<file path="config.mk">
export PLATFORM = sky130hd
export DESIGN_NAME = vertex_job_queue
export DESIGN_NICKNAME = d
export VERILOG_FILES = /design/src/source/vertex_job_pkg.sv /design/src/source/vertex_job_queue.sv
export SDC_FILE = /design/constraint.sdc
export NUM_CORES = 2
export LEC_CHECK = 0
export BUFFER_PORTS_ARGS = -buffer_cell sky130_fd_sc_hd__buf_2
export CAP_MARGIN = 20
export CELL_PAD_IN_SITES_DETAIL_PLACEMENT = 1
export CELL_PAD_IN_SITES_GLOBAL_PLACEMENT = 2
export CORE_ASPECT_RATIO = 2
export CORE_MARGIN = 4
export CORE_UTILIZATION = 35
export DETAILED_ROUTE_END_ITERATION = 16
export GPL_TIMING_DRIVEN = 0
export PLACE_DENSITY_LB_ADDON = 0.25
export SLEW_MARGIN = 20
export SYNTH_ARGS = -nofsm -noshare
export SYNTH_HDL_FRONTEND = slang
export SYNTH_SLANG_ARGS = --single-unit
</file>
<file path="constraint.sdc">
create_clock -name clock -period 49.2 [get_ports clock]
set_input_delay 4.92 -clock clock [delete_from_list [all_inputs] [get_ports clock]]
set_output_delay 4.92 -clock clock [all_outputs]
set_load 0.01 [all_outputs]
</file>
<file path="src/source/vertex_job_pkg.sv">
package vertex_job_pkg;

	////////////////////
	// widths
	////////////////////

	typedef logic [31:0] vertex_value_t;
	typedef logic [31:0] vertex_id_t;
	typedef logic [63:0] byte_addr_t;
	typedef logic [11:0] req_size_t;
	typedef logic [3:0]  line_count_t; // valid vertices in one line, up to 8

	localparam int LINE_VERTICES = 8;
	localparam int VERTEX_BYTES  = 4;
	localparam int LINE_BYTES    = 32; // address step between lines
	localparam int NUM_FIELDS    = 6;

	// entry 0 holds the vertex at the lowest address
	typedef vertex_value_t [LINE_VERTICES-1:0] vertex_line_t;

	////////////////////
	// encodings
	////////////////////

	// read tag, also the index of the base in wed_t
	typedef enum logic [2:0] {
		IN_DEGREE      = 3'd0,
		OUT_DEGREE     = 3'd1,
		EDGES_IDX      = 3'd2,
		INV_IN_DEGREE  = 3'd3,
		INV_OUT_DEGREE = 3'd4,
		INV_EDGES_IDX  = 3'd5
	} vertex_field_e;

	typedef enum logic [3:0] {
		SEQ_RESET,
		SEQ_INIT,
		SEQ_WAIT,
		SEQ_CALC,
		SEQ_IDLE,
		SEQ_IN_DEGREE, // one issue state per field from here on
		SEQ_OUT_DEGREE,
		SEQ_EDGES_IDX,
		SEQ_INV_IN_DEGREE,
		SEQ_INV_OUT_DEGREE,
		SEQ_INV_EDGES_IDX
	} seq_state_e;

	////////////////////
	// structs
	////////////////////

	typedef struct packed {
		logic                         valid;
		vertex_id_t                   num_vertices;
		byte_addr_t [NUM_FIELDS-1:0]  base; // indexed by vertex_field_e
	} wed_t;

	typedef struct packed {
		logic          valid;
		byte_addr_t    address;
		req_size_t     size;
		vertex_field_e field;
		line_count_t   count;
	} read_cmd_t;

	typedef struct packed {
		logic          valid;
		vertex_field_e field;
		line_count_t   count;
		vertex_line_t  line;
	} read_data_t;

	typedef struct packed {
		logic          valid;
		vertex_id_t    id;
		vertex_value_t in_degree;
		vertex_value_t out_degree;
		vertex_value_t edges_idx;
		vertex_value_t inv_in_degree;
		vertex_value_t inv_out_degree;
		vertex_value_t inv_edges_idx;
	} vertex_job_t;

endpackage

</file>
<file path="src/source/vertex_job_queue.sv">
`timescale 1ns/1ps

module vertex_job_queue #(
	parameter int JOB_DEPTH = 16
) (
	input  logic                        clock,
	input  logic                        rstn,
	input  logic                        push,
	input  vertex_job_pkg::vertex_job_t push_data,
	input  logic                        pop,
	output vertex_job_pkg::vertex_job_t head,
	output logic                        valid,
	output logic                        alfull
);
	import vertex_job_pkg::*;

	localparam int ALFULL_MARGIN = LINE_VERTICES;
	localparam int PW = $clog2(JOB_DEPTH);
	localparam int CW = $clog2(JOB_DEPTH + 1);

	vertex_job_t    mem [JOB_DEPTH];
	logic [PW-1:0]  wr_ptr, rd_ptr;
	logic [CW-1:0]  count, free_slots;
	logic           full, do_push, do_pop;

	assign full = (count == CW'(JOB_DEPTH));
	assign do_push = push && !full;
	assign do_pop = pop && valid; // pop on empty is dropped
	assign valid = (count != '0);
	assign head = mem[rd_ptr];   // fall-through head
	assign free_slots = CW'(JOB_DEPTH) - count;
	// a push in flight counts already, so the next batch always fits
	assign alfull = (free_slots - CW'(do_push)) < CW'(ALFULL_MARGIN);

	always_ff @(posedge clock or negedge rstn) begin
		if (!rstn) begin
			wr_ptr <= '0;
			rd_ptr <= '0;
			count <= '0;
		end else begin
			if (do_push)
				wr_ptr <= (wr_ptr == PW'(JOB_DEPTH - 1)) ? '0 : wr_ptr + 1'b1;
			if (do_pop)
				rd_ptr <= (rd_ptr == PW'(JOB_DEPTH - 1)) ? '0 : rd_ptr + 1'b1;
			count <= count + CW'(do_push) - CW'(do_pop);
		end
	end

	always_ff @(posedge clock) begin
		if (do_push)
			mem[wr_ptr] <= push_data;
	end

endmodule

</file>
==> flow_summary_export.csv <==
group,metric,value,unit
synth,postSynthAreaPerCell,22.6,um^2
timing,drv_slew,0,
global_routing,grt_max_degree,33,
min_path,min_to,"count[0]",
min_path,hold_depth,1,
routing,viasPerCell,5.37,
clocking,clk_pin_slew,0.06,ns
critical_path,path_class,"input pin to output port",
min_path,holdCritStartpoint,"count[0]",
synth,synth_top_family_by_area,"multiplexers",
power_and_ir_drop,p_leak,52.6,nW
cells_and_area,nets,7521,
floorplan,start_util,0.352,
critical_path,cp-end-kind,"output port",
routing,drt_wl_total,427000,um
floorplan,io_pins,456,
synth,netlist_instances,6087,
timing,fin_crit,11.73,ns
placed_design,dp_hpwl,285000,um
timing,setup_viol,0,
clocking,clock-sinks,3613,
cells_and_area,drive_gt1_frac,0.299,
floorplan,die_area,404000,um^2
cells_and_area,multiInputGateArea,27400,um^2
clocking,cts_tree,"yes",
synth,synthMuxAreaShare,0.160,
cells_and_area,areaGrowthSynthToFinish,17.7,%
clocking,insertion_delay,0.93,ns
synth,synth_edf_count,3600,
synth,synth.area.top_cells,"edfxtp_1 (79%), mux4_2 (11%), mux2i_1 (4.9%)",
routing,ant_nets,0,
synth,synth-seq-area-share,0.787,
timing,final_hold_viol_count,0,
critical_path,rrSetupSlack,44.33,ns
critical_path,critPathMaxFanout,3,
critical_path,critPathRequiredTime,44.28,ns
floorplan,die-width,452,um
floorplan,rows,325,
timing,skew,0.0602,ns
synth,syn_nets,6330,
synth,synth_fa_ha_area_frac,0.00133,
synth,synth_top_cell_area_share,0.785,
placed_design,gp_congestion,0.724,
global_routing,grt_overflow,0,
run_status,status,"completed",
global_routing,grt_first_pass_wirelength,595000,um
synth,syn-cell-area,138000,um^2
critical_path,crit_path_start_kind,"input pin",
synth,synth-xor-area-share,0.000382,
timing,rsz0062_at_grt,"false",
synth,synth-seq-cells,3613,
synth,synth_compound_area_frac,0.0356,
synth,synthArstFlopShare,0.00360,
synth,yosys_warnings,0,
timing,hold_ws,0.611,ns
global_routing,first_global_vias,75000,
min_path,worstHoldPathType,"flop to flop",
synth,synth_top_cell_by_area,"edfxtp_1",
clocking,cts_hold_buf,0,
floorplan,core_area,392000,um^2
clocking,post_cts_resized,0,
power_and_ir_drop,p_per_area,59.2,nW/um^2
clocking,cts_buffers,341,
cells_and_area,num-fill-cells,36700,
timing,finalCritPeriodShare,0.239,
critical_path,arrival,6.81,ns
clocking,cts-root-buf,"clkbuf_16",
cells_and_area,final_common_cell,"edfxtp_1",
timing,fmax,0.0852,GHz
synth,synth-simple-area-share,0.00155,
routing,num_vias,68800,
floorplan,die_h,895,um
clocking,cts_max_path_buffers,4,
power_and_ir_drop,ir_drop,43.6,uV
critical_path,worstReg2RegEnd,"mem[2][142]",
clocking,h-tree-depth,5,
synth,ys.flop_type,"edfxtp_1",
global_routing,antenna_found_initial,122,
run,maxCapViolations,0,
synth,ys_types,42,
clocking,post-cts-setup-buffers,0,
cells_and_area,final_cell_mix,"edfxtp_1 (3600), buf_2 (788), mux4_2 (675), mux2i_1 (675), clkbuf_16 (349)",
routing,firstDrtPassIters,5,
placed_design,portBuffers,455,
routing,drt_iter0_drc,5508,
critical_path,r2r_cells,18,
timing,finalSetupTns,0,ns
critical_path,r2r_start,"count[2]",
cells_and_area,seq_area,108000,um^2
routing,wire_per_inst,33.3,um
routing,drc,0,
global_routing,grt_usage,0.209,
timing,slew_headroom,0.229,
timing,tightest_slew,1.16,ns
==> area by class of cell <==
| type | instances | share of cell area |
|---|---|---|
| sequential | 3613 | 0.669 |
| multi-input combinational | 2104 | 0.169 |
| clock buffer | 416 | 0.0556 |
| timing repair buffer | 848 | 0.0437 |
| tap | 5232 | 0.0404 |
| buffer | 354 | 0.0117 |
| clock inverter | 182 | 0.00928 |
| antenna | 36 | 0.000556 |
| inverter | 16 | 0.000371 |
==> critical path: stages <==
cell and delay [ns]:
buf_2 0.11, or4b_2 0.67, a21oi_1 0.22, nor3_1 0.08
nor4_1 0.55, buf_2 0.26
==> cell families after synthesis <==
logic type	count (synthesis)
flip-flops	3613
adder cells (fa/ha/maj)	14
AO/OA/AOI/OAI	694
XOR/XNOR	6
buffers and inverters	370
multiplexers	1352
AND/OR/NAND/NOR	38
==> worst max-delay path by stage <==
stage / from / to / slack [ns] / cells after the start
floorplan: push / mem[3][0] / 21.42 / 3
global placement: push / mem[3][144] / -14.50 / 4
detailed placement: push / alfull / 37.34 / 6
CTS: push / alfull / 37.33 / 6
global route: push / alfull / 37.33 / 6
finish: push / alfull / 37.47 / 6
==> cell usage after synthesis, types with 2 or more instances <==
master	count
a21oi_1	4
a22oi_1	225
a32oi_1	225
and2_1	9
buf_1	22
buf_2	163
buf_4	19
buf_6	36
clkbuf_1	114
dfrtp_1	13
edfxtp_1	3600
ha_1	13
inv_1	15
mux2_2	2
mux2i_1	675
mux4_2	675
nand2_1	4
nand3_1	4
nor2_1	6
nor3_1	2
nor3b_1	2
nor4_1	5
o21a_1	3
o21ai_0	5
o21ai_1	225
xnor2_1	4
xor2_1	2
==> state kept, by name (all words and copies together) (netlist names) <==
| register | count |
|---|---|
| wr_ptr | 4 |
| rd_ptr | 4 |
| mem | 3600 |
| count | 5 |
==> routing by layer <==
layer,vias to the layer above,wire (um),track usage
li1,28500,-,-
met1,37500,159000,0.248
met2,1995,231000,0.386
met3,632,24900,0.0399
met4,62,11300,0.0530
met5,-,386,0
==> power breakdown <==
part	switching [mW]	internal, mW	total, mW
Combinational	2.09	1.21	3.31
Clock	1.15	1.42	2.57
Sequential	0.0534	3.66	3.72
==> metrics by stage <==
step                cell area (um^2)  power (mW)  utilization  instances  worst slack (ns)
floorplan                     138000        5.71            -       6087             21.42
global placement              147000        7.37        0.374      11800            -14.50
detailed placement            151000        7.20        0.387      12200             37.34
CTS                           162000        9.78        0.413      12800             37.33
global route                  162000        10.0        0.414      12800             37.33
finish                        162000        9.59        0.414      12800             37.47
(Power assumes the default switching activity.)
