$ cat src/source/vertex_job_pkg.sv
package vertex_job_pkg;

	////////////////////
	// widths
	////////////////////

	typedef logic [31:0] vertex_value_t;
	typedef logic [31:0] vertex_id_t;
	typedef logic [63:0] byte_addr_t;
	typedef logic [11:0] req_size_t;
	typedef logic [3:0]  line_count_t; // valid vertices in one line, up to 8

	localparam int LINE_VERTICES = 8;
	localparam int VERTEX_BYTES  = 4;
	localparam int LINE_BYTES    = 32; // address step between lines
	localparam int NUM_FIELDS    = 6;

	// entry 0 holds the vertex at the lowest address
	typedef vertex_value_t [LINE_VERTICES-1:0] vertex_line_t;

	////////////////////
	// encodings
	////////////////////

	// read tag, also the index of the base in wed_t
	typedef enum logic [2:0] {
		IN_DEGREE      = 3'd0,
		OUT_DEGREE     = 3'd1,
		EDGES_IDX      = 3'd2,
		INV_IN_DEGREE  = 3'd3,
		INV_OUT_DEGREE = 3'd4,
		INV_EDGES_IDX  = 3'd5
	} vertex_field_e;

	typedef enum logic [3:0] {
		SEQ_RESET,
		SEQ_INIT,
		SEQ_WAIT,
		SEQ_CALC,
		SEQ_IDLE,
		SEQ_IN_DEGREE, // one issue state per field from here on
		SEQ_OUT_DEGREE,
		SEQ_EDGES_IDX,
		SEQ_INV_IN_DEGREE,
		SEQ_INV_OUT_DEGREE,
		SEQ_INV_EDGES_IDX
	} seq_state_e;

	////////////////////
	// structs
	////////////////////

	typedef struct packed {
		logic                         valid;
		vertex_id_t                   num_vertices;
		byte_addr_t [NUM_FIELDS-1:0]  base; // indexed by vertex_field_e
	} wed_t;

	typedef struct packed {
		logic          valid;
		byte_addr_t    address;
		req_size_t     size;
		vertex_field_e field;
		line_count_t   count;
	} read_cmd_t;

	typedef struct packed {
		logic          valid;
		vertex_field_e field;
		line_count_t   count;
		vertex_line_t  line;
	} read_data_t;

	typedef struct packed {
		logic          valid;
		vertex_id_t    id;
		vertex_value_t in_degree;
		vertex_value_t out_degree;
		vertex_value_t edges_idx;
		vertex_value_t inv_in_degree;
		vertex_value_t inv_out_degree;
		vertex_value_t inv_edges_idx;
	} vertex_job_t;

endpackage

$ cat src/source/read_data_router.sv
`timescale 1ns/1ps

module read_data_router (
	input  logic                                  clock,
	input  logic                                  rstn,
	input  logic                                  read_cmd_valid,
	input  vertex_job_pkg::read_data_t            read_data,
	output logic [vertex_job_pkg::NUM_FIELDS-1:0] load,
	output vertex_job_pkg::vertex_line_t          load_line,
	output vertex_job_pkg::line_count_t           load_count,
	input  logic [vertex_job_pkg::NUM_FIELDS-1:0] stream_busy,
	output logic                                  reads_idle,
	output logic                                  drain
);
	import vertex_job_pkg::*;

	read_data_t beat_q;
	logic [3:0] outstanding; // at most six per batch

	always_ff @(posedge clock or negedge rstn) begin
		if (!rstn)
			beat_q <= '0;
		else
			beat_q <= read_data;
	end

	// one-hot load from the tag
	always_comb begin
		for (int f = 0; f < NUM_FIELDS; f++)
			load[f] = beat_q.valid && (beat_q.field == vertex_field_e'(f));
	end

	assign load_line = beat_q.line;
	assign load_count = beat_q.count;

	// a beat retires when it is loaded into its stream
	always_ff @(posedge clock or negedge rstn) begin
		if (!rstn)
			outstanding <= '0;
		else
			outstanding <= outstanding + 4'(read_cmd_valid) - 4'(beat_q.valid);
	end

	assign reads_idle = (outstanding == '0);
	assign drain = reads_idle && (|stream_busy); // whole batch is in

endmodule

$ cat config.mk
export PLATFORM = sky130hd
export DESIGN_NAME = read_data_router
export DESIGN_NICKNAME = d
export VERILOG_FILES = /design/src/source/vertex_job_pkg.sv /design/src/source/read_data_router.sv
export SDC_FILE = /design/constraint.sdc
export NUM_CORES = 1
export LEC_CHECK = 0
export ABC_AREA = 1
export BUFFER_PORTS_ARGS = -buffer_cell sky130_fd_sc_hd__buf_2
export CORE_AREA = 5 5 209 211
export CTS_CLUSTER_SIZE = 8
export DETAILED_ROUTE_END_ITERATION = 6
export DIE_AREA = 0 0 214 216
export PLACE_DENSITY = 0.43
export SYNTH_ARGS = -nofsm -noshare
export SYNTH_HDL_FRONTEND = slang
export SYNTH_SLANG_ARGS = --single-unit
$ cat constraint.sdc
create_clock -name clock -period 4.45 [get_ports clock]
set_input_delay 0.6675 -clock clock [delete_from_list [all_inputs] [get_ports clock]]
set_output_delay 0.6675 -clock clock [all_outputs]
set_load 0.05 [all_outputs]
==> impl_metrics.json, run 1 <==
{
  "status": "completed",
  "synth_xor_area_share_pct": 0.0985,
  "tightest_slew_ns": 0.729,
  "yosys.area_share.simple_pct": 1.08,
  "ctsHoldBuffers": 0,
  "min_path_type": "in -> async",
  "final_cell_mix": "buf_2, dfrtp_1, clkbuf_16, inv_1, nand2_1",
  "grt_max_degree": 98,
  "cts_root_buffer": "clkbuf_16",
  "ys_seq_elements": 268,
  "postCtsSetupRepairBufs": 0,
  "track_usage_pct": 10.3,
  "worstRegToRegCells": 5,
  "drt_pass1_iterations": 3,
  "syn_area_per_cell_um2": 15.6,
  "synthDistinctLibCells": 13,
  "fin_crit_sh_pct": 51.0,
  "cp-start-kind": "flop",
  "mostFrequentLayoutCell": "buf_2",
  "routed_wl_um": 24500,
  "fin_util_pct": 27.4,
  "ir_drop_mv": 0.258,
  "yosysSeqAreaShare_pct": 75.4,
  "synth_fp_nets": 849,
  "grt_pass1_vias": 5600,
  "stdcell_count": 1437,
  "synth_top_family_by_area": "buffers and inverters",
  "grt.overflow.total": 0,
  "drt_iter0_markers": 200,
  "reg2reg_to": "outstanding[2]$_DFF_PN0_",
  "crit_type": "reg -> out",
  "maxCapViolCount": 0,
  "slew_viol_final": 0,
  "cp_max_fo": 2,
  "syn_to_final_growth_pct": 28.1,
  "clkTransAtPathRegs_ns": 0.05,
  "reg2reg_slack_ns": 2.88,
  "cp_data_required_time_ns": 3.78,
  "cts_tree": "done",
  "clock-sinks": 268,
  "fin_skew_ns": 0.00172,
  "core_um2": 41600,
  "critPathArrivalTime_ns": 1.60,
  "fin_nets": 1173,
  "postSynthCellCount": 570,
  "drt-vias-per-instance": 3.38,
  "power_density_nw_per_um2": 532,
  "grt_setup_unrepaired": "false",
  "htreeDepth": 2,
  "dieArea_um2": 46200,
  "ant_nets": 0,
  "cts_buffers": 39,
  "hold_violations": 0,
  "dpl.hpwl_um": 19700,
  "layout-drive-gt1-share_pct": 65.6,
  "vias": 4860,
  "fmax_mhz": 440,
  "yosysWarnings": 0,
  "leakagePower_nw": 5.94,
  "cts_buffer_depth": 3,
  "wl_per_cell_um": 17.0,
  "antenna_found_initial": 7,
  "setup_viol": 0,
  "rows": 75,
  "period_minus_slack_ns": 2.27,
  "dp.cells": 1392,
  "synth_compound_area_share_pct": 0,
  "syn_area_um2": 8890,
  "final.fill_count": 4328,
  "port_buffers": 540,
  "relSlewSlack_pct": 51.4,
  "synthAdderAreaFrac_pct": 0.928,
  "reg2reg_from": "beat_q[263]$_DFF_PN0_",
  "clkLatencyLatePin_ns": 0.52,
  "grt_first_pass_wirelength_um": 35800,
  "drcViolationCount": 0,
  "initial_core_util_pct": 21.4,
  "finalSetupTns_ns": 0,
  "cts_resized": 0,
  "die_w_um": 214,
  "synthMuxAreaShare_pct": 0,
  "fp.dieH_um": 216,
  "gp_congestion": 0.789,
  "crit_path_end_kind": "primary output",
  "num_io_pins": 541
}
==> cell usage after synthesis <==
| master | count | area share (%) |
|---|---|---|
| inv_1 | 12 | 0.51 |
| xor2_1 | 1 | 0.098 |
| nor2_2 | 1 | 0.070 |
| ha_1 | 5 | 0.70 |
| nand4_1 | 1 | 0.070 |
| dfrtp_1 | 268 | 75 |
| fa_1 | 1 | 0.23 |
| buf_4 | 260 | 22 |
| nand2_1 | 8 | 0.34 |
| inv_2 | 1 | 0.042 |
| nor3_1 | 4 | 0.23 |
| nand3_1 | 3 | 0.17 |
| nor2_1 | 5 | 0.21 |
==> how the worst max path moves through the flow <==
stage | start | end | slack, ns | depth (start not counted)
6_report | outstanding[2]$_DFF_PN0_ | drain | 2.18 | 7
5_1_grt | outstanding[2]$_DFF_PN0_ | drain | 2.01 | 7
4_1_cts | outstanding[2]$_DFF_PN0_ | drain | 2.10 | 7
3_5_place_dp | stream_busy[5] | drain | 2.56 | 6
3_3_place_gp | stream_busy[2] | drain | 2.53 | 6
2_1_floorplan | beat_q[262]$_DFF_PN0_ | load[2] | 2.23 | 3
==> worst max-delay path, cell delays in order, from the launching register on <==
cell	delay, ns
dfrtp_1	0.35
inv_1	0.07
ha_1	0.14
nand2_1	0.06
nor2_2	0.10
nand2_1	0.06
inv_1	0.04
buf_2	0.25
==> where the power goes <==
part           switching [mW]  internal (mW)
Clock                   0.972           1.54
Combinational           0.687          0.227
Sequential             0.0402           2.59
Total                    1.70           4.36
==> flip-flops by register name, summed over array words and instances (netlist names) <==
signal and cells:
load_line 256, outstanding 4, load_count 4, beat_q 4
==> stage by stage <==
step / setup WS (ns) / area [µm²] / total power, mW / hold WS [ns]
2_1_floorplan: 2.23 / 8890 / 3.41 / 0.372
3_3_place_gp: 2.53 / 10400 / 3.59 / 0.656
3_5_place_dp: 2.56 / 10400 / 3.60 / 0.671
4_1_cts: 2.10 / 11400 / 6.20 / 0.171
5_1_grt: 2.01 / 11400 / 6.35 / 0.202
6_report: 2.18 / 11400 / 6.06 / 0.183
==> metal layers <==
metal	GRT usage, %	part of all wire (%)	up-vias
met5	0	0.33	-
met4	4.92	3.4	10
met3	5.21	11	61
met2	18.3	52	329
met1	10.1	33	2341
li1	-	-	2119
==> cell type report <==
| type | instances | area (µm²) | share of cell area, % |
|---|---|---|---|
| Antenna cell | 1 | 2.50 | 0.0220 |
| Clock buffer | 40 | 980 | 8.60 |
| Clock inverter | 4 | 31.3 | 0.275 |
| Inverter | 13 | 48.8 | 0.428 |
| Multi-Input combinational cell | 29 | 188 | 1.65 |
| Sequential cell | 268 | 6710 | 58.9 |
| Tap cell | 539 | 674 | 5.92 |
| Timing Repair Buffer | 543 | 2760 | 24.2 |
==> cell families (layout without fill, tap and decap cells) <==
family,after synthesis,in the layout
xor gates and xnor gates,1,1
adders and majority gates,6,6
buffers and inverters,273,600
DFF,268,268
other,0,1
and+or+nand+nor,22,22
(Power assumes the default switching activity.)
==> run 2, diff against run 1 <==
--- a/config.mk
+++ b/config.mk
@@ -11,7 +11,7 @@
 export CTS_CLUSTER_SIZE = 8
 export DETAILED_ROUTE_END_ITERATION = 6
 export DIE_AREA = 0 0 214 216
-export PLACE_DENSITY = 0.43
+export PLACE_DENSITY = 0.44
 export SYNTH_ARGS = -nofsm -noshare
 export SYNTH_HDL_FRONTEND = slang
 export SYNTH_SLANG_ARGS = --single-unit
==> constraint.sdc (replaced) <==
create_clock -name clock -period 2 [get_ports clock]
set_input_delay 0.3 -clock clock [delete_from_list [all_inputs] [get_ports clock]]
set_output_delay 0.3 -clock clock [all_outputs]
set_load 0.05 [all_outputs]
==> impl_metrics.json, run 2 (synthesis results as in run 1) <==
{
  "status": "completed",
  "hold_violations": 0,
  "routed_wl_um": 27000,
  "htreeDepth": 2,
  "clkLatencyLatePin_ns": 0.51,
  "gp_congestion": 0.760,
  "final_cell_mix": "buf_2, dfrtp_1, dlygate4sd3_1, clkbuf_16, inv_1",
  "fmax_mhz": 538,
  "worstRegToRegCells": 5,
  "num_io_pins": 541,
  "largest_reg_flops": 256,
  "slew_viol_final": 0,
  "reg2reg_slack_ns": 0.43,
  "crit_type": "reg -> out",
  "fin_util_pct": 34.1,
  "syn_to_final_growth_pct": 59.2,
  "finalSetupTns_ns": 0,
  "fin_crit_sh_pct": 92.9,
  "fin_skew_ns": 0.000891,
  "cp_data_required_time_ns": 1.70,
  "postCtsSetupRepairBufs": 0,
  "grt.overflow.total": 0,
  "grt_first_pass_wirelength_um": 41900,
  "drcViolationCount": 0,
  "slowest_delay_ns": 0.35,
  "fin_area_um2": 14200,
  "wl_per_cell_um": 15.8,
  "final.fill_count": 4021,
  "mostFrequentLayoutCell": "buf_2",
  "grt_setup_unrepaired": "false",
  "grt_max_degree": 68,
  "cp_max_fo": 2,
  "worstPathCellList": "inv_1 > ha_1 > nand2_1 > nor2_2 > nand2_1 > inv_1 > buf_4",
  "cts_tree": "done",
  "grt_pass1_vias": 7067,
  "clock-sinks": 268,
  "tightest_slew_ns": 0.422,
  "clkTransAtPathRegs_ns": 0.05,
  "initial_core_util_pct": 21.4,
  "drt-vias-per-instance": 3.43,
  "ant_nets": 0,
  "critPathArrivalTime_ns": 1.56,
  "ir_drop_mv": 0.662,
  "die_w_um": 214,
  "antenna_found_initial": 2,
  "leakagePower_nw": 7.10,
  "drt_iter0_markers": 286,
  "track_usage_pct": 11.6,
  "setup_viol": 0,
  "fin_nets": 1446,
  "layout-drive-gt1-share_pct": 50.8,
  "cts_buffers": 39,
  "vias": 5865,
  "total_power_mw": 14.1,
  "port_buffers": 540,
  "maxCapViolCount": 0,
  "crit_path_end_kind": "primary output",
  "period_minus_slack_ns": 1.86,
  "core_um2": 41600,
  "cp-start-kind": "flop",
  "critPathSlowestCell": "dfrtp_1",
  "timing.hold.ws_ns": 0.309,
  "rows": 75,
  "fp.dieH_um": 216,
  "cts_root_buffer": "clkbuf_16",
  "power_density_nw_per_um2": 995,
  "drt_pass1_iterations": 4,
  "cts_buffer_depth": 3,
  "dieArea_um2": 46200,
  "dpl.hpwl_um": 19600,
  "relSlewSlack_pct": 71.8,
  "min_path_type": "in -> async",
  "placed_area_um2": 10400
}
==> run 2: changes by cell type in the layout (fill, tap and decap cells not counted) <==
cell           delta
clkbuf_8          +1
buf_2             -1
buf_12            +1
clkbuf_1          +1
buf_4             +7
clkbuf_16         +2
diode_2           +1
inv_6             -3
dlygate4sd3_1   +266
clkinv_2          -1
==> run 2: final cells by class <==
cell class / instances / area [µm²] / area share, %
flip-flops and latches: 268 / 6710 / 47.4
diodes: 2 / 5.00 / 0.0353
repair buffers: 816 / 5490 / 38.8
multi-input cells: 29 / 188 / 1.33
clock buffers: 44 / 1050 / 7.40
well taps: 539 / 674 / 4.76
inverters: 13 / 48.8 / 0.345
==> run 2: what timing repair did <==
action	4_1_cts	5_1_grt
gates resized for setup	0	2
hold endpoints to repair	305	0
setup endpoints to repair	0	1
hold buffers	266	0
==> run 2: per-layer routing <==
layer / track usage (%) / share of wire (%) / vias up
met2: 20.4 / 51 / 350
met3: 4.81 / 9.6 / 65
li1: - / - / 2667
met5: 0 / 0 / -
met1: 12.2 / 35 / 2783
met4: 5.26 / 3.7 / 0
==> run 2: final timing paths <==
kind	startpoint	to
min in group clock	read_data[133]	load_line[133]$_DFF_PN0_
setup / recovery	outstanding[2]$_DFF_PN0_	drain
setup reg to reg	beat_q[263]$_DFF_PN0_	outstanding[2]$_DFF_PN0_
hold reg to reg	outstanding[3]$_DFF_PN0_	outstanding[3]$_DFF_PN0_
max in group asynchronous	rstn	beat_q[261]$_DFF_PN0_
hold / removal	rstn	load_line[95]$_DFF_PN0_
==> run 2: per-stage QoR <==
step                      setup slack, ns  std cells
after global placement              0.428       1399
after CTS                          0.0173       1709
final                               0.142       1711
after floorplan                     0.144        570
after detailed placement            0.418       1399
after global routing               0.0131       1709
==> run 2: worst max-delay path: cells and delay by family (launching register included) <==
family | cells | cell delay (ns)
flops | 1 | 0.35
buf+inv | 3 | 0.31
fa+ha+maj | 1 | 0.16
simple gates | 3 | 0.22
==> run 2: report_power, final <==
group          internal [mW]  switching, mW  total, mW
Clock                   3.61           2.15       5.77
Sequential              5.75         0.0931       5.85
Combinational          0.859           1.62       2.48
Total                   10.2           3.87       14.1
