### config.mk
export PLATFORM = sky130hd
export DESIGN_NAME = read_command_sequencer
export DESIGN_NICKNAME = d
export VERILOG_FILES = /design/src/source/vertex_job_pkg.sv /design/src/source/read_command_sequencer.sv
export SDC_FILE = /design/constraint.sdc
export NUM_CORES = 1
export LEC_CHECK = 0
export ABC_AREA = 1
export BUFFER_PORTS_ARGS = -buffer_cell sky130_fd_sc_hd__buf_4
export CAP_MARGIN = 20
export CORE_MARGIN = 2
export CORE_UTILIZATION = 58
export CTS_BUF_LIST = sky130_fd_sc_hd__clkbuf_4
export DETAILED_ROUTE_END_ITERATION = 10
export MAX_ROUTING_LAYER = met4
export PLACE_DENSITY_LB_ADDON = 0.15
export SYNTH_ARGS = -nofsm -noshare
export SYNTH_HDL_FRONTEND = slang
export SYNTH_SLANG_ARGS = --single-unit
export TNS_END_PERCENT = 50
### constraint.sdc
create_clock -name clock -period 14.2 [get_ports clock]
set_input_delay 2.84 -clock clock [delete_from_list [all_inputs] [get_ports clock]]
set_output_delay 2.84 -clock clock [all_outputs]
set_load 0.02 [all_outputs]
### src/source/vertex_job_pkg.sv
package vertex_job_pkg;

	////////////////////
	// widths
	////////////////////

	typedef logic [31:0] vertex_value_t;
	typedef logic [31:0] vertex_id_t;
	typedef logic [63:0] byte_addr_t;
	typedef logic [11:0] req_size_t;
	typedef logic [3:0]  line_count_t; // valid vertices in one line, up to 8

	localparam int LINE_VERTICES = 8;
	localparam int VERTEX_BYTES  = 4;
	localparam int LINE_BYTES    = 32; // address step between lines
	localparam int NUM_FIELDS    = 6;

	// entry 0 holds the vertex at the lowest address
	typedef vertex_value_t [LINE_VERTICES-1:0] vertex_line_t;

	////////////////////
	// encodings
	////////////////////

	// read tag, also the index of the base in wed_t
	typedef enum logic [2:0] {
		IN_DEGREE      = 3'd0,
		OUT_DEGREE     = 3'd1,
		EDGES_IDX      = 3'd2,
		INV_IN_DEGREE  = 3'd3,
		INV_OUT_DEGREE = 3'd4,
		INV_EDGES_IDX  = 3'd5
	} vertex_field_e;

	typedef enum logic [3:0] {
		SEQ_RESET,
		SEQ_INIT,
		SEQ_WAIT,
		SEQ_CALC,
		SEQ_IDLE,
		SEQ_IN_DEGREE, // one issue state per field from here on
		SEQ_OUT_DEGREE,
		SEQ_EDGES_IDX,
		SEQ_INV_IN_DEGREE,
		SEQ_INV_OUT_DEGREE,
		SEQ_INV_EDGES_IDX
	} seq_state_e;

	////////////////////
	// structs
	////////////////////

	typedef struct packed {
		logic                         valid;
		vertex_id_t                   num_vertices;
		byte_addr_t [NUM_FIELDS-1:0]  base; // indexed by vertex_field_e
	} wed_t;

	typedef struct packed {
		logic          valid;
		byte_addr_t    address;
		req_size_t     size;
		vertex_field_e field;
		line_count_t   count;
	} read_cmd_t;

	typedef struct packed {
		logic          valid;
		vertex_field_e field;
		line_count_t   count;
		vertex_line_t  line;
	} read_data_t;

	typedef struct packed {
		logic          valid;
		vertex_id_t    id;
		vertex_value_t in_degree;
		vertex_value_t out_degree;
		vertex_value_t edges_idx;
		vertex_value_t inv_in_degree;
		vertex_value_t inv_out_degree;
		vertex_value_t inv_edges_idx;
	} vertex_job_t;

endpackage

### src/source/read_command_sequencer.sv
`timescale 1ns/1ps

module read_command_sequencer (
	input  logic                                 clock,
	input  logic                                 rstn,
	input  vertex_job_pkg::wed_t                 wed,
	input  logic                                 read_buffer_alfull,
	input  logic                                 reads_idle,
	input  logic                                 job_alfull,
	input  logic [vertex_job_pkg::NUM_FIELDS-1:0] stream_busy,
	output vertex_job_pkg::read_cmd_t            read_cmd
);
	import vertex_job_pkg::*;

	seq_state_e    state, next_state;
	wed_t          wed_q;
	vertex_id_t    remaining;   // vertices not yet requested
	byte_addr_t    line_offset;
	line_count_t   line_count;  // vertices in the current batch
	line_count_t   calc_count;
	req_size_t     req_size;
	logic          batch_ready;
	logic          issue_next;
	vertex_field_e issue_field;

	// bytes rounded up to a power of two, starting at one vertex
	function automatic req_size_t size_for(line_count_t count);
		req_size_t bytes;
		req_size_t size;
		bytes = req_size_t'(count) * req_size_t'(VERTEX_BYTES);
		size = req_size_t'(VERTEX_BYTES);
		for (int i = 0; i < 4; i++) begin
			if (size < bytes)
				size = size << 1;
		end
		return size;
	endfunction

	assign calc_count = (remaining >= vertex_id_t'(LINE_VERTICES)) ?
		line_count_t'(LINE_VERTICES) : line_count_t'(remaining);

	assign batch_ready = !read_buffer_alfull && !(|stream_busy) && !job_alfull &&
		(remaining != '0) && reads_idle;

	////////////////////
	// batch fsm
	////////////////////

	always_comb begin
		next_state = state;
		case (state)
			SEQ_RESET:          if (wed.valid) next_state = SEQ_INIT;
			SEQ_INIT:           next_state = SEQ_WAIT;
			SEQ_WAIT:           if (batch_ready) next_state = SEQ_CALC;
			SEQ_CALC:           next_state = SEQ_IDLE;
			SEQ_IDLE:           if (!read_buffer_alfull) next_state = SEQ_IN_DEGREE;
			SEQ_IN_DEGREE:      if (!read_buffer_alfull) next_state = SEQ_OUT_DEGREE;
			SEQ_OUT_DEGREE:     if (!read_buffer_alfull) next_state = SEQ_EDGES_IDX;
			SEQ_EDGES_IDX:      if (!read_buffer_alfull) next_state = SEQ_INV_IN_DEGREE;
			SEQ_INV_IN_DEGREE:  if (!read_buffer_alfull) next_state = SEQ_INV_OUT_DEGREE;
			SEQ_INV_OUT_DEGREE: if (!read_buffer_alfull) next_state = SEQ_INV_EDGES_IDX;
			SEQ_INV_EDGES_IDX:  if (!read_buffer_alfull) next_state = SEQ_WAIT;
			default:            next_state = SEQ_RESET;
		endcase
	end

	// command goes out in the first cycle of each issue state
	always_comb begin
		issue_next = 1'b1;
		issue_field = IN_DEGREE;
		case (next_state)
			SEQ_IN_DEGREE:      issue_field = IN_DEGREE;
			SEQ_OUT_DEGREE:     issue_field = OUT_DEGREE;
			SEQ_EDGES_IDX:      issue_field = EDGES_IDX;
			SEQ_INV_IN_DEGREE:  issue_field = INV_IN_DEGREE;
			SEQ_INV_OUT_DEGREE: issue_field = INV_OUT_DEGREE;
			SEQ_INV_EDGES_IDX:  issue_field = INV_EDGES_IDX;
			default:            issue_next = 1'b0;
		endcase
		if (next_state == state)
			issue_next = 1'b0; // stalled, already sent
	end

	always_ff @(posedge clock or negedge rstn) begin
		if (!rstn) begin
			state <= SEQ_RESET;
			remaining <= '0;
			line_offset <= '0;
		end else begin
			state <= next_state;
			if (state == SEQ_INIT) begin
				remaining <= wed.num_vertices;
				line_offset <= '0;
			end
			if (state == SEQ_CALC)
				remaining <= remaining - vertex_id_t'(calc_count);
			if (state == SEQ_INV_EDGES_IDX && next_state == SEQ_WAIT)
				line_offset <= line_offset + byte_addr_t'(LINE_BYTES); // next line
		end
	end

	always_ff @(posedge clock) begin
		if (state == SEQ_INIT)
			wed_q <= wed;
		if (state == SEQ_CALC) begin
			line_count <= calc_count;
			req_size <= size_for(calc_count);
		end
	end

	always_ff @(posedge clock or negedge rstn) begin
		if (!rstn) begin
			read_cmd <= '0;
		end else begin
			read_cmd.valid <= issue_next;
			read_cmd.address <= wed_q.base[issue_field] + line_offset;
			read_cmd.size <= req_size;
			read_cmd.field <= issue_field;
			read_cmd.count <= line_count;
		end
	end

endmodule

==> run summary, run 1 <==
Layout Skew: 0.0559 ns
Reg2Reg Depth: 31
max-slew violations: 0
largest net degree at the start of global routing: 192
number of max-cap violations: 0
WP depth: 32
DRC: 0
Layout area overhead: 23.4%
Peak VDD IR: 0.000155 V
Mapped Cells: 2774
WP data arrival: 9.47 ns
Slew @ Worst Pin: 1.05 ns
post-DR vias/cell: 5.57
Initial Utilization: 0.585
crit path from: read_buffer_alfull
CORE AREA: 46300 sq um
Yosys top cell by area: edfxtp_1
total track usage: 0.340
first-pass GRT wire length: 119000 microns
number of routed nets with antenna violations: 0
global route overflow: 0
CP endpoint kind: flip-flop
status: finished clean
fin cells: 4088
Required @ worst endpoint: 15.12 ns
LEAKAGE: 14.4 nW
Pwr Density: 220 nW/um^2
vias: 22.8k
die extent in x: 220 microns
Placement Rows: 79
RSZ-0062 raised after global routing: false
vias in the first global route: 22.1k
Clk pwr share: 0.201
router iterations before antenna repair: 6
setup TNS: 0 ns
Setup-failing EPs final: 0
Final Hold Viols: 0
Crit path buffers/inverters: 5
CTS Buf Count: 150
cell family with the largest share of critical-path delay: compound AO/OA/AOI/OAI gates
R2R Path End: read_cmd[80]
final wirelength: 80200 microns
top_reg_cell synth: edfxtp_1
Async SR Flop Fraction: 0.304
hold slack: 0.352 ns
total I/O pin count: 512
die area: 48400 sq um
Placer Congestion: 1.02
count leader, synth: nand2_1
Int Pwr: 4.08 mW
Syn Area/Cell: 9.75 sq um
Crit path top cell by count: nand2_1
Synth top cells by count: 832 x nand2_1, 393 x edfxtp_1, 222 x nor2_1
Yosys reg bits: 565
Clock transition at path regs: 0.06 ns
H-tree Lvls: 4
share of layout cells above drive strength 1: 0.235
synth top area cells: edfxtp_1 44%, dfrtp_1 16%, nand2_1 12%, a21oi_1 3.5%, nor2_1 3.1%
DIE HEIGHT: 220 microns
sequential group share of total power: 0.325
CP peak stage delay: 0.89 ns
headroom to the max-slew limit: 0.303
CTS Sinks: 565
clock latency on the worst-skew pair: 1.04 ns
Worst setup endpoint: read_cmd[80]
Worst R2R Start: state[1]
clock buffer depth: 3
Achievable Freq: 117 MHz
Hold Buf Count CTS: 0
Yosys cell types: 64
final worst setup slack: 5.65 ns
root buffer cell: clkbuf_4
post_cts resized: 0
count of input and output buffers: 504
Initial DRC Count: 2253
top cell type's share of synthesized area: 0.436
Comb power frac: 0.474
final net count: 3850
Worst Setup Slack post-DPL: 4.63 ns
initial antenna violation count: 5
CP max FO: 99
Reg2Reg Setup Slack: 6.78 ns
Placed Cells: 3810
WS Path Type: in2reg
sw power: 3.27 mW
yosys warns: 0
Hold Path Class: reg2reg
Crit-path slowest cell: inv_6
crit path launch type: primary input
DP Wirelength: 58700 microns
DR WL/cell: 19.6 microns
Final min period: 8.55 ns
Sw Ratio: 0.445
mapped cell area: 27100 sq um
fin crit share: 0.602
proportion of synthesized chip area in sequential cells: 0.595
number of synthesized flops with an enable pin: 393
CTS tree: yes
Setup Buffers After CTS: 0
==> worst min path at each step <==
stage                  startpoint            to  slack (ns)  cells past startpoint
floorplan           line_count[0]   read_cmd[0]        0.33                      0
finish                req_size[6]  read_cmd[13]        0.35                      0
global placement    line_count[3]   read_cmd[3]        0.33                      0
global route          req_size[6]  read_cmd[13]        0.36                      0
CTS                   req_size[6]  read_cmd[13]        0.35                      0
detailed placement    req_size[6]  read_cmd[13]        0.34                      0
==> state kept, by name, summed over array words and instances (netlist names) <==
signal	count
wed_q	384
line_count	4
read_cmd	77
remaining	32
state	4
req_size	5
line_offset	59
==> worst register-to-register path, delay by kind of cell (launching register included) <==
| kind | cells | cell delay, ns |
|---|---|---|
| AND/OR/NAND/NOR | 15 | 2.12 |
| AO/OA/AOI/OAI | 10 | 2.33 |
| adder cells (fa/ha/maj) | 1 | 0.34 |
| flip-flops | 1 | 0.47 |
| buffers and inverters | 5 | 2.09 |
==> per-stage QoR <==
step	area, sq um	power (mW)	utilization
2_1_floorplan	27100	4.71	-
3_3_place_gp	31400	5.78	0.678
4_1_cts	33300	7.33	0.721
6_report	33400	7.35	0.722
3_5_place_dp	31400	5.83	0.678
5_1_grt	33400	7.84	0.722
==> kinds of logic after synthesis <==
family,synth area share
other,0.000278
XOR/XNOR,0.0217
flip-flops,0.595
multiplexers,0.00333
AND/OR/NAND/NOR,0.191
adder cells (fa/ha/maj),0.0305
buffers and inverters,0.0461
AO/OA/AOI/OAI,0.112
==> cells in the final DEF (no fill, tap or decap), types with 16 or more instances in the layout <==
cell type	count
o211ai_1	22
nand4_1	20
a32o_1	60
edfxtp_1	393
a21oi_1	190
o21ai_0	136
dfrtp_1	172
o21a_1	16
buf_4	513
ha_1	66
nand2_1	832
inv_1	212
nand3_1	92
clkinv_1	26
nor2_1	222
nor3_1	39
clkbuf_4	227
xor2_1	54
==> power by group through the flow <==
stage | clock network (mW) | logic, mW | registers, mW
after floorplan | 0 | 2.12 | 2.59
after global placement | 0 | 3.37 | 2.41
after detailed placement | 0 | 3.42 | 2.42
after CTS | 1.51 | 3.44 | 2.38
after global routing | 1.60 | 3.82 | 2.42
final | 1.48 | 3.48 | 2.39
==> area by class of cell <==
cell class,instances,area [sq um]
Antenna cell,9,22.5
Multi-Input combinational cell,1895,9740
Sequential cell,565,16100
Inverter,227,861
Clock buffer,227,1700
Timing Repair Buffer,517,3930
Tap cell,607,759
Clock inverter,41,278
Fill cell,3436,12900
==> metal layers <==
layer | wire length, microns | up-vias | track usage
li1 | - | 10754 | -
met1 | 33200 | 10722 | 0.442
met2 | 37000 | 1130 | 0.509
met3 | 7400 | 179 | 0.0912
met4 | 2660 | 0 | 0.141
met5 | 0 | - | -
Power figures use the tool's default switching activity.
==> run 2: changes to the inputs <==
==> constraint.sdc (replaced) <==
create_clock -name clock -period 8.3 [get_ports clock]
set_input_delay 1.66 -clock clock [delete_from_list [all_inputs] [get_ports clock]]
set_output_delay 1.66 -clock clock [all_outputs]
set_load 0.02 [all_outputs]
==> run summary, run 2 (same netlist as run 1, synthesis figures left out) <==
RSZ-0062 raised after global routing: false
filler instances: 3336
vias: 23.0k
total I/O pin count: 512
clock buffer depth: 3
Sw Ratio: 0.441
crit path launch type: primary input
root buffer cell: clkbuf_4
global route overflow: 0
largest net degree at the start of global routing: 199
Hold Buf Count CTS: 0
Reg with most FFs: wed_q
CTS tree: yes
Comb power frac: 0.475
most common cell after layout, fill and taps aside: nand2_1
WP data arrival: 6.90 ns
sequential group share of total power: 0.322
vias in the first global route: 22.5k
initial antenna violation count: 3
final wirelength: 80900 microns
post-route cell area: 33500 sq um
status: finished clean
DR WL/cell: 19.8 microns
Achievable Freq: 165 MHz
DIE HEIGHT: 220 microns
Peak VDD IR: 0.000343 V
Pwr Density: 379 nW/um^2
LEAKAGE: 14.5 nW
first-pass GRT wire length: 121000 microns
clock latency on the worst-skew pair: 0.98 ns
DP Wirelength: 60300 microns
Placer Congestion: 0.979
Int Pwr: 7.09 mW
share of layout cells above drive strength 1: 0.237
Clock transition at path regs: 0.06 ns
FF+latch area: 16100 sq um
Setup Buffers After CTS: 0
Layout area overhead: 23.7%
final net count: 3855
count of input and output buffers: 504
total track usage: 0.343
most frequent cells in the layout: 832 x nand2_1, 522 x buf_4, 393 x edfxtp_1, 228 x clkbuf_4, 222 x nor2_1
Final Hold Viols: 0
WS Path Type: in2reg
sw power: 5.59 mW
Final min period: 6.04 ns
Initial DRC Count: 2237
die extent in x: 220 microns
DRC: 0
fin crit share: 0.728
max reg flops: 384
Initial Utilization: 0.585
Required @ worst endpoint: 9.15 ns
CORE AREA: 46300 sq um
max-slew violations: 0
headroom to the max-slew limit: 0.236
H-tree Lvls: 4
Placement Rows: 79
Clk pwr share: 0.203
Largest regs: wed_q: 384 flops, read_cmd: 77 flops, line_offset: 59 flops
CTS Buf Count: 147
Cell Area, Placed: 31400 sq um
Total Power: 12.7 mW
die area: 48400 sq um
CTS Sinks: 565
CP endpoint kind: flip-flop
Setup-failing EPs final: 0
post-DR vias/cell: 5.62
area of the multi-input gates: 9740 sq um
Layout Skew: 0.0442 ns
post_cts resized: 0
Hold Path Class: reg2reg
number of max-cap violations: 0
CP max FO: 75
setup TNS: 0 ns
router iterations before antenna repair: 6
number of routed nets with antenna violations: 0
Slew @ Worst Pin: 1.15 ns
## run 2: final cells by class
class / instances / area share
flip-flops and latches: 565 / 0.481
multi-input cells: 1895 / 0.291
repair buffers: 525 / 0.119
clock buffers: 228 / 0.0512
inverters: 227 / 0.0257
well taps: 607 / 0.0227
clock inverters: 38 / 0.00927
diodes: 2 / 0.000150
## run 2: final timing paths
path                                    start              end  slack, ns  cells past startpoint
max                        read_buffer_alfull     read_cmd[64]       2.26                     25
min                               req_size[4]     read_cmd[11]       0.35                      0
max reg2reg                     remaining[27]     read_cmd[64]       2.51                     27
min reg2reg                       req_size[4]     read_cmd[11]       0.35                      0
max in group asynchronous                rstn  line_offset[55]       6.27                      2
min in group asynchronous                rstn    remaining[23]       0.69                      1
## run 2: routing by layer
metal	up-vias	wire length, microns	global-route usage	part of all wire
met2	1174	38400	0.532	0.47
li1	10755	-	-	-
met1	10907	33300	0.454	0.41
met5	-	0	-	0
met3	139	7100	0.0732	0.088
met4	0	2140	0.114	0.026
## run 2: per-stage QoR
step	cells	hold WS [ns]	setup WS, ns	util
3_5_place_dp	3819	0.341	1.40	0.679
4_1_cts	4085	0.355	2.48	0.723
5_1_grt	4087	0.363	1.86	0.723
3_3_place_gp	3819	0.332	1.55	0.679
2_1_floorplan	2781	0.331	1.95	-
6_report	4087	0.351	2.26	0.723
## run 2: critical path, cell delays in order
cell and delay, ns:
buf_4 0.14, nor3b_1 0.25, nand3_1 0.12, nor2_1 0.16, o21ai_2 0.13, nand3_4 0.15
buf_4 0.63, a21oi_1 0.15, a32o_1 0.22, o21ai_0 0.43, ha_1 0.39, a21oi_1 0.26
o21ai_0 0.12, a21oi_1 0.24, o21ai_0 0.19, a21oi_1 0.29, inv_1 0.09, a21oi_1 0.34
o21ai_0 0.26, nand3_1 0.13, o211ai_1 0.14, nand3_1 0.12, nand2_1 0.06, nand2_1 0.06
nand2_1 0.05
## run 2: power groups by stage
stage	logic, mW	registers (mW)	clock network, mW
6_report	6.03	4.08	2.58
4_1_cts	5.94	4.07	2.62
5_1_grt	6.57	4.12	2.77
2_1_floorplan	3.63	4.33	0
3_5_place_dp	5.91	4.12	0
3_3_place_gp	5.80	4.10	0
