[config.mk]
export PLATFORM = sky130hd
export DESIGN_NAME = vertex_assembler
export DESIGN_NICKNAME = d
export VERILOG_FILES = /design/src/source/vertex_job_pkg.sv /design/src/source/vertex_assembler.sv
export SDC_FILE = /design/constraint.sdc
export NUM_CORES = 1
export LEC_CHECK = 0
export BUFFER_PORTS_ARGS = -buffer_cell sky130_fd_sc_hd__buf_2
export CAP_MARGIN = 20
export CELL_PAD_IN_SITES_DETAIL_PLACEMENT = 0
export CELL_PAD_IN_SITES_GLOBAL_PLACEMENT = 2
export CORE_ASPECT_RATIO = 0.8
export CORE_UTILIZATION = 28
export CTS_CLUSTER_SIZE = 16
export DETAILED_ROUTE_END_ITERATION = 10
export PLACE_DENSITY = 0.85
export SYNTH_ARGS = -nofsm -noshare
export SYNTH_HDL_FRONTEND = slang
export SYNTH_SLANG_ARGS = --single-unit
[constraint.sdc]
create_clock -name clock -period 2.15 [get_ports clock]
set_input_delay 0.1075 -clock clock [delete_from_list [all_inputs] [get_ports clock]]
set_output_delay 0.1075 -clock clock [all_outputs]
set_load 0.05 [all_outputs]
[src/source/vertex_job_pkg.sv]
package vertex_job_pkg;

	////////////////////
	// widths
	////////////////////

	typedef logic [31:0] vertex_value_t;
	typedef logic [31:0] vertex_id_t;
	typedef logic [63:0] byte_addr_t;
	typedef logic [11:0] req_size_t;
	typedef logic [3:0]  line_count_t; // valid vertices in one line, up to 8

	localparam int LINE_VERTICES = 8;
	localparam int VERTEX_BYTES  = 4;
	localparam int LINE_BYTES    = 32; // address step between lines
	localparam int NUM_FIELDS    = 6;

	// entry 0 holds the vertex at the lowest address
	typedef vertex_value_t [LINE_VERTICES-1:0] vertex_line_t;

	////////////////////
	// encodings
	////////////////////

	// read tag, also the index of the base in wed_t
	typedef enum logic [2:0] {
		IN_DEGREE      = 3'd0,
		OUT_DEGREE     = 3'd1,
		EDGES_IDX      = 3'd2,
		INV_IN_DEGREE  = 3'd3,
		INV_OUT_DEGREE = 3'd4,
		INV_EDGES_IDX  = 3'd5
	} vertex_field_e;

	typedef enum logic [3:0] {
		SEQ_RESET,
		SEQ_INIT,
		SEQ_WAIT,
		SEQ_CALC,
		SEQ_IDLE,
		SEQ_IN_DEGREE, // one issue state per field from here on
		SEQ_OUT_DEGREE,
		SEQ_EDGES_IDX,
		SEQ_INV_IN_DEGREE,
		SEQ_INV_OUT_DEGREE,
		SEQ_INV_EDGES_IDX
	} seq_state_e;

	////////////////////
	// structs
	////////////////////

	typedef struct packed {
		logic                         valid;
		vertex_id_t                   num_vertices;
		byte_addr_t [NUM_FIELDS-1:0]  base; // indexed by vertex_field_e
	} wed_t;

	typedef struct packed {
		logic          valid;
		byte_addr_t    address;
		req_size_t     size;
		vertex_field_e field;
		line_count_t   count;
	} read_cmd_t;

	typedef struct packed {
		logic          valid;
		vertex_field_e field;
		line_count_t   count;
		vertex_line_t  line;
	} read_data_t;

	typedef struct packed {
		logic          valid;
		vertex_id_t    id;
		vertex_value_t in_degree;
		vertex_value_t out_degree;
		vertex_value_t edges_idx;
		vertex_value_t inv_in_degree;
		vertex_value_t inv_out_degree;
		vertex_value_t inv_edges_idx;
	} vertex_job_t;

endpackage

[src/source/vertex_assembler.sv]
`timescale 1ns/1ps

module vertex_assembler (
	input  logic                                           clock,
	input  logic                                           rstn,
	input  vertex_job_pkg::vertex_value_t [vertex_job_pkg::NUM_FIELDS-1:0] field_value,
	input  logic [vertex_job_pkg::NUM_FIELDS-1:0]          field_valid,
	output vertex_job_pkg::vertex_job_t                    job_in,
	output logic                                           job_push,
	output vertex_job_pkg::vertex_id_t                     pushed_count,
	output vertex_job_pkg::vertex_id_t                     filtered_count
);
	import vertex_job_pkg::*;

	vertex_job_t record;
	vertex_id_t  next_id;
	logic        all_valid;
	logic        filter;

	assign all_valid = &field_valid;

	always_ff @(posedge clock or negedge rstn) begin
		if (!rstn) begin
			record <= '0;
			next_id <= '0;
		end else begin
			record.valid <= all_valid;
			if (all_valid) begin
				next_id <= next_id + 1'b1; // filtered vertices take an id too
				record.id <= next_id;
				record.in_degree <= field_value[IN_DEGREE];
				record.out_degree <= field_value[OUT_DEGREE];
				record.edges_idx <= field_value[EDGES_IDX];
				record.inv_in_degree <= field_value[INV_IN_DEGREE];
				record.inv_out_degree <= field_value[INV_OUT_DEGREE];
				record.inv_edges_idx <= field_value[INV_EDGES_IDX];
			end
		end
	end

	// no outgoing neighbours, nothing to schedule
	assign filter = record.valid && (record.inv_out_degree == '0);
	assign job_push = record.valid && !filter;
	assign job_in = record;

	always_ff @(posedge clock or negedge rstn) begin
		if (!rstn) begin
			pushed_count <= '0;
			filtered_count <= '0;
		end else begin
			if (job_push)
				pushed_count <= pushed_count + 1'b1;
			if (filter)
				filtered_count <= filtered_count + 1'b1;
		end
	end

endmodule

==> results list, run 1 <==
* Hpwl dp: 29.23 mm
* Clock transition at the registers of the reported paths: ~60 ps
- The pre-antenna-repair detailed-routing pass consisted of 4 iterations.
- In the final routed layout, each cell accounts on average for 15.52 µm.
* Vias in the first global route: roughly 12000
- Global placer's final weighted congestion: around 0.8
* Kind of critical path: reg -> out
* Clock tree from TritonCTS: built
- The initial antenna violation count came to 3.
* Required arrival time at the worst endpoint: between 2000 and 2500 ps
- Global-route wire length before repair: 65.26 mm
- The region available for standard cell placement spans 0.04481 mm².
* TritonCTS buffer count: 37
- Fraction of layout cells with a size suffix above 1: 29.80%
- Dividing total power by cell area gives a power density of 935.1 mW/mm².
- Clock sinks: ~320
- Worst stage delay on the critical path: ~410 ps
- The count of cells in the finished layout, fillers not included, comes to ~2700.
* Count of placed standard cells including taps: ~2400
* Number of standard-cell rows in the floorplan: 69
- Area used by sequential logic in the layout: ~0.008 mm²
* Fillcell total: between 4000 and 5000
- Internal power contribution: around 12 mW
- Measured in cells, the most critical reg-to-reg path has a length of 7.
- Total wire length: between 40 and 50 mm
- Buffer type at the clock tree root: sky130_fd_sc_hd__clkbuf_16
- Entering global routing, the biggest net connects between 100 and 150 pins.
- Across the routed clock network, the largest skew measured is between 15 and 20 ps.
- Across all register-to-register paths, the minimum setup slack is around 60 ps.
- For the finished layout, the period the worst path requires is 2117 ps.
- The synthesized design contains around 320 register bits.
* Setup-failing EPs final: 0
* Number of cells on the worst hold path: 4
- IR analysis of the VDD net gives a maximum drop of 0.5751 mV.
- For this design the total switching power over the nets is 6.545 mW.
- The cell area that synthesis handed to floorplanning was around 0.013 mm².
- The worst setup path is captured at an output pin.
- Setup TNS: 0 ps
- Cell with the biggest individual delay on the critical path: sky130_fd_sc_hd__dfrtp_1
- Once the floorplan was initialized, standard cells occupied roughly 29% of the core.
- Counting distinct cell types in the post-synthesis netlist gives 37.
- The clock network burns between 30% and 40% of the power.
- CTS H-Tree Depth: 2
* Status: completed
- The detail route stage leaves a number of antenna-violating nets equal to 0.
- Buffers added on ports: 489
- Max Cap Viol: 0
* Total global-route track usage: between 15 and 20%
- No sink is reached through more buffers than the 3 on the longest clock path.
* Startpoint of the worst register-to-register path: job_in[41]
* Area Overhead vs Synth: 52.04%
- The floorplan step defined a die boundary enclosing ~0.047 mm².
- The worst hold path belongs to the class in -> reg.
- Total number of vias: approximately 12000
* Gate power share: between 20% and 30%
- Portion of the post-synthesis area used by sequential elements: 62.57%
* Static Leak: 10.93 nW
* Die boundary height: about 190 µm
* Critical Path Fanout Max: 5
- In this run the tightest slew margin relative to its limit is between 50% and 60%.
* Cells after Synth: 1343
* Launch point of the critical path: job_in[41]
* Final clock period utilization by the worst path: a little over nine tenths
* Multi-input logic area: 0.004597 mm²
- Routed vias/inst: around 4.3
* # DRC: 0
* Endpoint of the worst-slack reg-to-reg timing path: filtered_count[25]
- For the pin with the worst max-slew slack, the measured transition is between 600 and 700 ps.
- List of cells traversed by the critical path: nor4_2 -> nand4_1 -> buf_12 -> o21ai_4 -> inv_4 -> buf_8
- STA classifies the critical path startpoint as a flip-flop.
- At the end of the flow, the number of nets in the layout was 2255.
- Setup repair after global routing could not meet its margin everywhere.
- Dividing the synthesized area by the synthesized cell count gives 9.560 µm².
- Broken down by cell family, the worst path's largest delay share belongs to simple AND/OR/NAND/NOR gates.
* Drt initial violations: 577
* Sum of buffers and inverters on the critical path: 3
* Stages on the worst setup path: 6
- Worst Path Arrival: roughly 2000 ps
- Maximum clock rate: around 470 MHz
* Post-Synthesis Net Count: around 1500
* Switching share of power: around 36%
* Global route overflow: 0
- The Yosys step of the flow raised 0 warnings.
* Width of the chip: 241.4 µm
- Register share of total power: 39.5%
- The critical path ends at job_push.
- Overall power after layout: 18.25 mW
- The hold violation count in the final report was 0.
* Fin. max-slew vios: 0
- Top Ports: 490
- Clock latency on the worst-skew pair: 530 ps
[cell families after synthesis]
family          synth area share (%)
xor+xnor                       6.344
buf+inv                        2.134
flops                          62.57
compound gates                0.2241
simple gates                   28.35
fa+ha+maj                     0.2924
mux                          0.08770
[cell usage after synthesis, drive strengths merged]
| library cell | n | area [µm²] |
|---|---|---|
| inv | 9 | 33.79 |
| nand4 | 27 | 217.7 |
| nor4b | 1 | 23.77 |
| nor4 | 17 | 166.4 |
| ha | 3 | 37.54 |
| mux2 | 1 | 11.26 |
| and4 | 9 | 78.83 |
| clkbuf | 33 | 123.9 |
| or3 | 2 | 17.52 |
| o21ai | 2 | 13.76 |
| buf | 23 | 116.4 |
| dfrtp | 321 | 8033 |
| o211ai | 2 | 15.01 |
| nand2 | 715 | 2684 |
| xor2 | 34 | 297.8 |
| and2 | 2 | 12.51 |
| nor2 | 20 | 82.58 |
| nor3 | 21 | 115.1 |
| and3 | 12 | 75.07 |
| or4 | 2 | 18.77 |
| nand3 | 26 | 135.1 |
| xnor2 | 59 | 516.8 |
| or2 | 2 | 12.52 |
[registers in the layout, summed over array words and instances, names as in the netlist]
signal,cells
next_id,32
job_in,225
pushed_count,32
filtered_count,32
[stage by stage]
stage,hold slack [ps],instance area [µm²],utilization (%),worst slack (ps)
after floorplan,-188.1,12840,-,41.08
after global placement,120.3,16230,36.22,68.71
after detailed placement,123.2,16230,36.22,57.58
after CTS,28.72,19430,43.37,-20.31
after global routing,79.13,19520,43.56,-59.83
final,84.86,19520,43.56,33.40
[area by class of cell]
cell class / instances / share of cell area [%]
Antenna cell: 2 / 0.02564
Timing Repair Buffer: 726 / 25.04
Multi-Input combinational cell: 957 / 23.55
Clock inverter: 7 / 0.3461
Inverter: 9 / 0.2243
Sequential cell: 321 / 41.16
Clock buffer: 57 / 5.794
Tap cell: 603 / 3.865
[worst min-delay path: stages]
cell and delay (ps):
sky130_fd_sc_hd__buf_2 90, sky130_fd_sc_hd__nand2_1 100, sky130_fd_sc_hd__or4_4 190, sky130_fd_sc_hd__xnor2_1 70
[power by group through the flow]
| stage | logic, mW | clock network [mW] | registers [mW] |
|---|---|---|---|
| detailed placement | 4.54 | 0 | 7.27 |
| finish | 4.82 | 6.23 | 7.20 |
| CTS | 4.83 | 6.44 | 7.20 |
| global placement | 4.53 | 0 | 7.25 |
| floorplan | 0.611 | 0 | 9.74 |
| global route | 5.11 | 6.69 | 7.30 |
[cell usage in the layout (no fill, tap or decap), drive strengths merged, types with 3 or more instances in the layout]
master and instances:
nor4 17, and4 9, dlygate4sd3 193, nand2 715
nor2 20, inv 10, dfrtp 321, nand3 26
and3 12, ha 3, xnor2 59, clkbuf 57
clkinv 5, nor3 21, buf 533, xor2 34
nand4 27
[per-layer routing]
metal | wire, µm | GRT usage [%]
met4 | 1095 | 5.907
met3 | 3103 | 5.180
met5 | 17 | 0
met2 | 19620 | 29.03
met1 | 17790 | 22.37
[worst min path at each step]
stage                                    to      startpoint
after floorplan           filtered_count[0]            rstn
after global placement          job_in[184]            rstn
after global routing             next_id[7]  field_valid[3]
after CTS                        next_id[7]  field_valid[1]
after detailed placement        job_in[172]            rstn
final                            next_id[7]  field_valid[1]
[what timing repair did]
item                                    4_1_cts  5_1_grt
setup buffers                                 3        5
resized for setup                            11        8
endpoints found under the setup margin        1       23
pin swaps                                     5        8
hold buffers                                193        0
hold endpoints to repair                    314        0
Note: power is estimated with default switching activity, not from simulation.
==> run 2: changes to the inputs <==
--- a/config.mk
+++ b/config.mk
@@ -13,7 +13,9 @@
 export CORE_UTILIZATION = 28
 export CTS_CLUSTER_SIZE = 16
 export DETAILED_ROUTE_END_ITERATION = 10
+export MAX_ROUTING_LAYER = met4
 export PLACE_DENSITY = 0.85
+export SLEW_MARGIN = 20
 export SYNTH_ARGS = -nofsm -noshare
 export SYNTH_HDL_FRONTEND = slang
 export SYNTH_SLANG_ARGS = --single-unit
==> results list, run 2 (synthesis results as in run 1) <==
- Status: completed
* Total wire length: 41.64 mm (about the same)
- Drt initial violations: 579 (+0.35%)
- The maximum resistive drop on vdd came to 0.5749 mV (about the same).
* Number of standard-cell rows in the floorplan: 69 (unchanged)
- The clock latency of the later-clocked register in the worst-skew pair was 530 ps (about the same).
- The number of cells traversed by the worst hold path came to 4 (unchanged).
* Fin. max-slew vios: 0 (unchanged)
- The largest net degree at the start of global routing came to 127 (unchanged).
- The cell count after placement was 2415 (unchanged).
- List of cells traversed by the critical path: nor4_2 -> nand4_1 -> buf_12 -> o21ai_4 -> inv_4 -> buf_8
* Worst hold path endpoint: next_id[7]
* GR peak layer: met2
* Worst stage delay on the critical path: 410 ps (about the same)
- The half-perimeter wire length of the detailed placement result came to 29.23 mm (unchanged).
- The critical path in this run is classified as reg -> out.
- The hold violation count in the final report is 0 (unchanged).
* Required arrival time at the worst endpoint: 2040 ps (about the same)
* Min-delay src: field_valid[1]
- The met3 usage in global routing is 4.823% (-0.36 points).
- Die boundary height: 193.5 µm (unchanged)
- The post-placement setup slack came to 57.58 ps (unchanged).
- Static Leak: 10.93 nW (unchanged)
- The floorplan core area was 0.04481 mm² (unchanged).
* Buffer type at the clock tree root: sky130_fd_sc_hd__clkbuf_16
- The layout overhead on the synthesized area came to 52.06% (about the same).
- Power density cells: 934.8 mW/mm² (about the same)
- Fraction of layout cells with a size suffix above 1: 29.80% (unchanged)
* Critical Path Fanout Max: 5 (unchanged)
- The minimum setup slack among reg-to-reg paths is 60 ps (about the same).
* Most frequent cells in the layout: sky130_fd_sc_hd__nand2_1, sky130_fd_sc_hd__buf_2, sky130_fd_sc_hd__dfrtp_1
- The kind of cell with the highest combined delay along the critical path is simple AND/OR/NAND/NOR gates.
* Final design instance area without fill: 0.01952 mm² (about the same)
- The global-route wire length before repair came to 65.23 mm (about the same).
- The final net count came to 2255 (unchanged).
- The max capacitance violation total was 0 (unchanged).
* Global route overflow: 0 (unchanged)
- Class of the worst hold path: in -> reg
- The number of clock sinks was 321 (unchanged).
- Worst Max-Slew Pin Slew: 710.7 ps (+14.23 ps)
- The global router's overall resource usage was 18.31% (+0.53 points).
* Clock tree from TritonCTS: built
- The met2 capacity usage during global routing was 29.15% (+0.12 points).
* Kind of end point of the critical path: output pin
- STA classifies the critical path startpoint as a flip-flop.
* Avg WL per Cell: 15.52 µm (about the same)
* Startpoint of the worst register-to-register path: job_in[41]
- The H-tree depth came to 2 (unchanged).
- The number of standard cells in the final layout excluding fillers is 2683 (+0.037%).
- Fillcell total: 4370 (-0.023%)
- The maximum clock skew at final layout came to 17.32 ps (+0.02810 ps).
* # DRC: 0 (unchanged)
* Routed vias/inst: 4.317 (-0.26%)
- The number of setup violations in the final report came to 0 (unchanged).
- Placed instance area: 0.01623 mm² (unchanged)
- The worst reg-to-reg path cell count was 7 (unchanged).
- Leading cell type in the layout, fill and taps excluded: sky130_fd_sc_hd__nand2_1
- Number of antenna violations at the first check in global routing: 3 (unchanged)
* Sum of buffers and inverters on the critical path: 3 (unchanged)
- The global-route met1 utilization was 22.48% (+0.11 points).
- Total number of vias: 11580 (-0.22%)
- TritonCTS buffer count: 37 (unchanged)
- The maximum frequency from static timing analysis came to 473.0 MHz (+0.12%).
* Endpoint of the worst-slack reg-to-reg timing path: filtered_count[25]
- The number of optimization iterations in the first detailed-route pass is 5 (+1).
- Stages on the worst setup path: 6 (unchanged)
- The clock transition at the register clock pins on the worst setup and hold paths after CTS came to 60 ps (about the same).
* Top Ports: 490 (unchanged)
* Buffers added on ports: 489 (unchanged)
- The final weighted congestion in routability-driven placement came to 0.8149 (+1.7%).
- The maximum buffer depth of the clock tree came to 3 (unchanged).
* Die outline area: 0.04672 mm² (unchanged)
- Setup repair after global routing could not meet its margin everywhere.
- Number of flip-flops in the largest register: 225 (unchanged)
- For this design, the slowest cell found on the critical path is sky130_fd_sc_hd__dfrtp_1.
- The data arrival time of the critical path came to 2010 ps (about the same).
- Headroom to the max-slew limit: 52.62% (-0.95 points)
- The via count of the first global-routing pass was 11940 (+0.10%).
- Initial cell density of the core: 28.65% (unchanged)
- Shortest period the worst path allows: 2114 ps (-2.528 ps)
- The final antenna-violating net count came to 0 (unchanged).
* Width of the chip: 241.4 µm (unchanged)
- Final clock period utilization by the worst path: 98.33% (-0.12 points)
- The final worst-path setup slack came to 35.92 ps (+2.528 ps).
run 2: changes by cell type in the layout (fill, tap and decap cells not counted), sizes merged:
cell   change
diode      +1
run 2: worst max path at each step:
stage,slack [ps],from,endpoint
floorplan,40,job_in[58],pushed_count[8]
finish,40,job_in[41],job_push
global route,-60,job_in[41],job_push
CTS,-20,job_in[63],job_push
detailed placement,60,job_in[49],filtered_count[25]
global placement,70,job_in[49],filtered_count[20]
run 2: area by class of cell:
| class | instances | area, µm² | area share [%] |
|---|---|---|---|
| Sequential cell | 321 | 8034 | 41.15 |
| Timing Repair Buffer | 726 | 4887 | 25.03 |
| Multi-Input combinational cell | 957 | 4597 | 23.55 |
| Clock buffer | 57 | 1131 | 5.794 |
| Tap cell | 603 | 754.5 | 3.865 |
| Clock inverter | 7 | 67.56 | 0.3461 |
| Inverter | 9 | 43.79 | 0.2243 |
| Antenna cell | 3 | 7.507 | 0.03845 |
run 2: worst reg2reg max path: stages, from the launching register on:
cell and delay, ps:
sky130_fd_sc_hd__dfrtp_1 410, sky130_fd_sc_hd__nor4_2 290, sky130_fd_sc_hd__nand4_1 190, sky130_fd_sc_hd__buf_12 190, sky130_fd_sc_hd__buf_4 190, sky130_fd_sc_hd__nor4_4 390, sky130_fd_sc_hd__nand3_1 160, sky130_fd_sc_hd__xnor2_1 160
run 2: metal layers:
| metal | share of wire (%) | vias up |
|---|---|---|
| li1 | - | 5648 |
| met1 | 43 | 5550 |
| met2 | 48 | 315 |
| met3 | 7.2 | 69 |
| met4 | 2.6 | 0 |
| met5 | 0 | - |
run 2: where the power goes:
group	switching (mW)	internal (mW)
logic	3.60	1.22
registers	0.446	6.76
clock network	2.49	3.73
run 2: timing repair:
action / CTS / global route
endpoints found under the hold margin: 314 / 0
setup buffers: 3 / 5
pin swaps: 5 / 8
setup endpoints to repair: 1 / 24
gates resized for setup: 11 / 8
hold buffers: 193 / 0
run 2: through the flow:
step           power [mW]  utilization [%]  hold slack (ps)  TNS [ps]
2_1_floorplan       10.35                -           -188.1         0
3_3_place_gp        11.78            36.22            120.3         0
3_5_place_dp        11.81            36.22            123.2         0
4_1_cts             18.47            43.37            28.72    -20.31
5_1_grt             19.10            43.57            79.14    -274.9
6_report            18.25            43.57            85.39         0
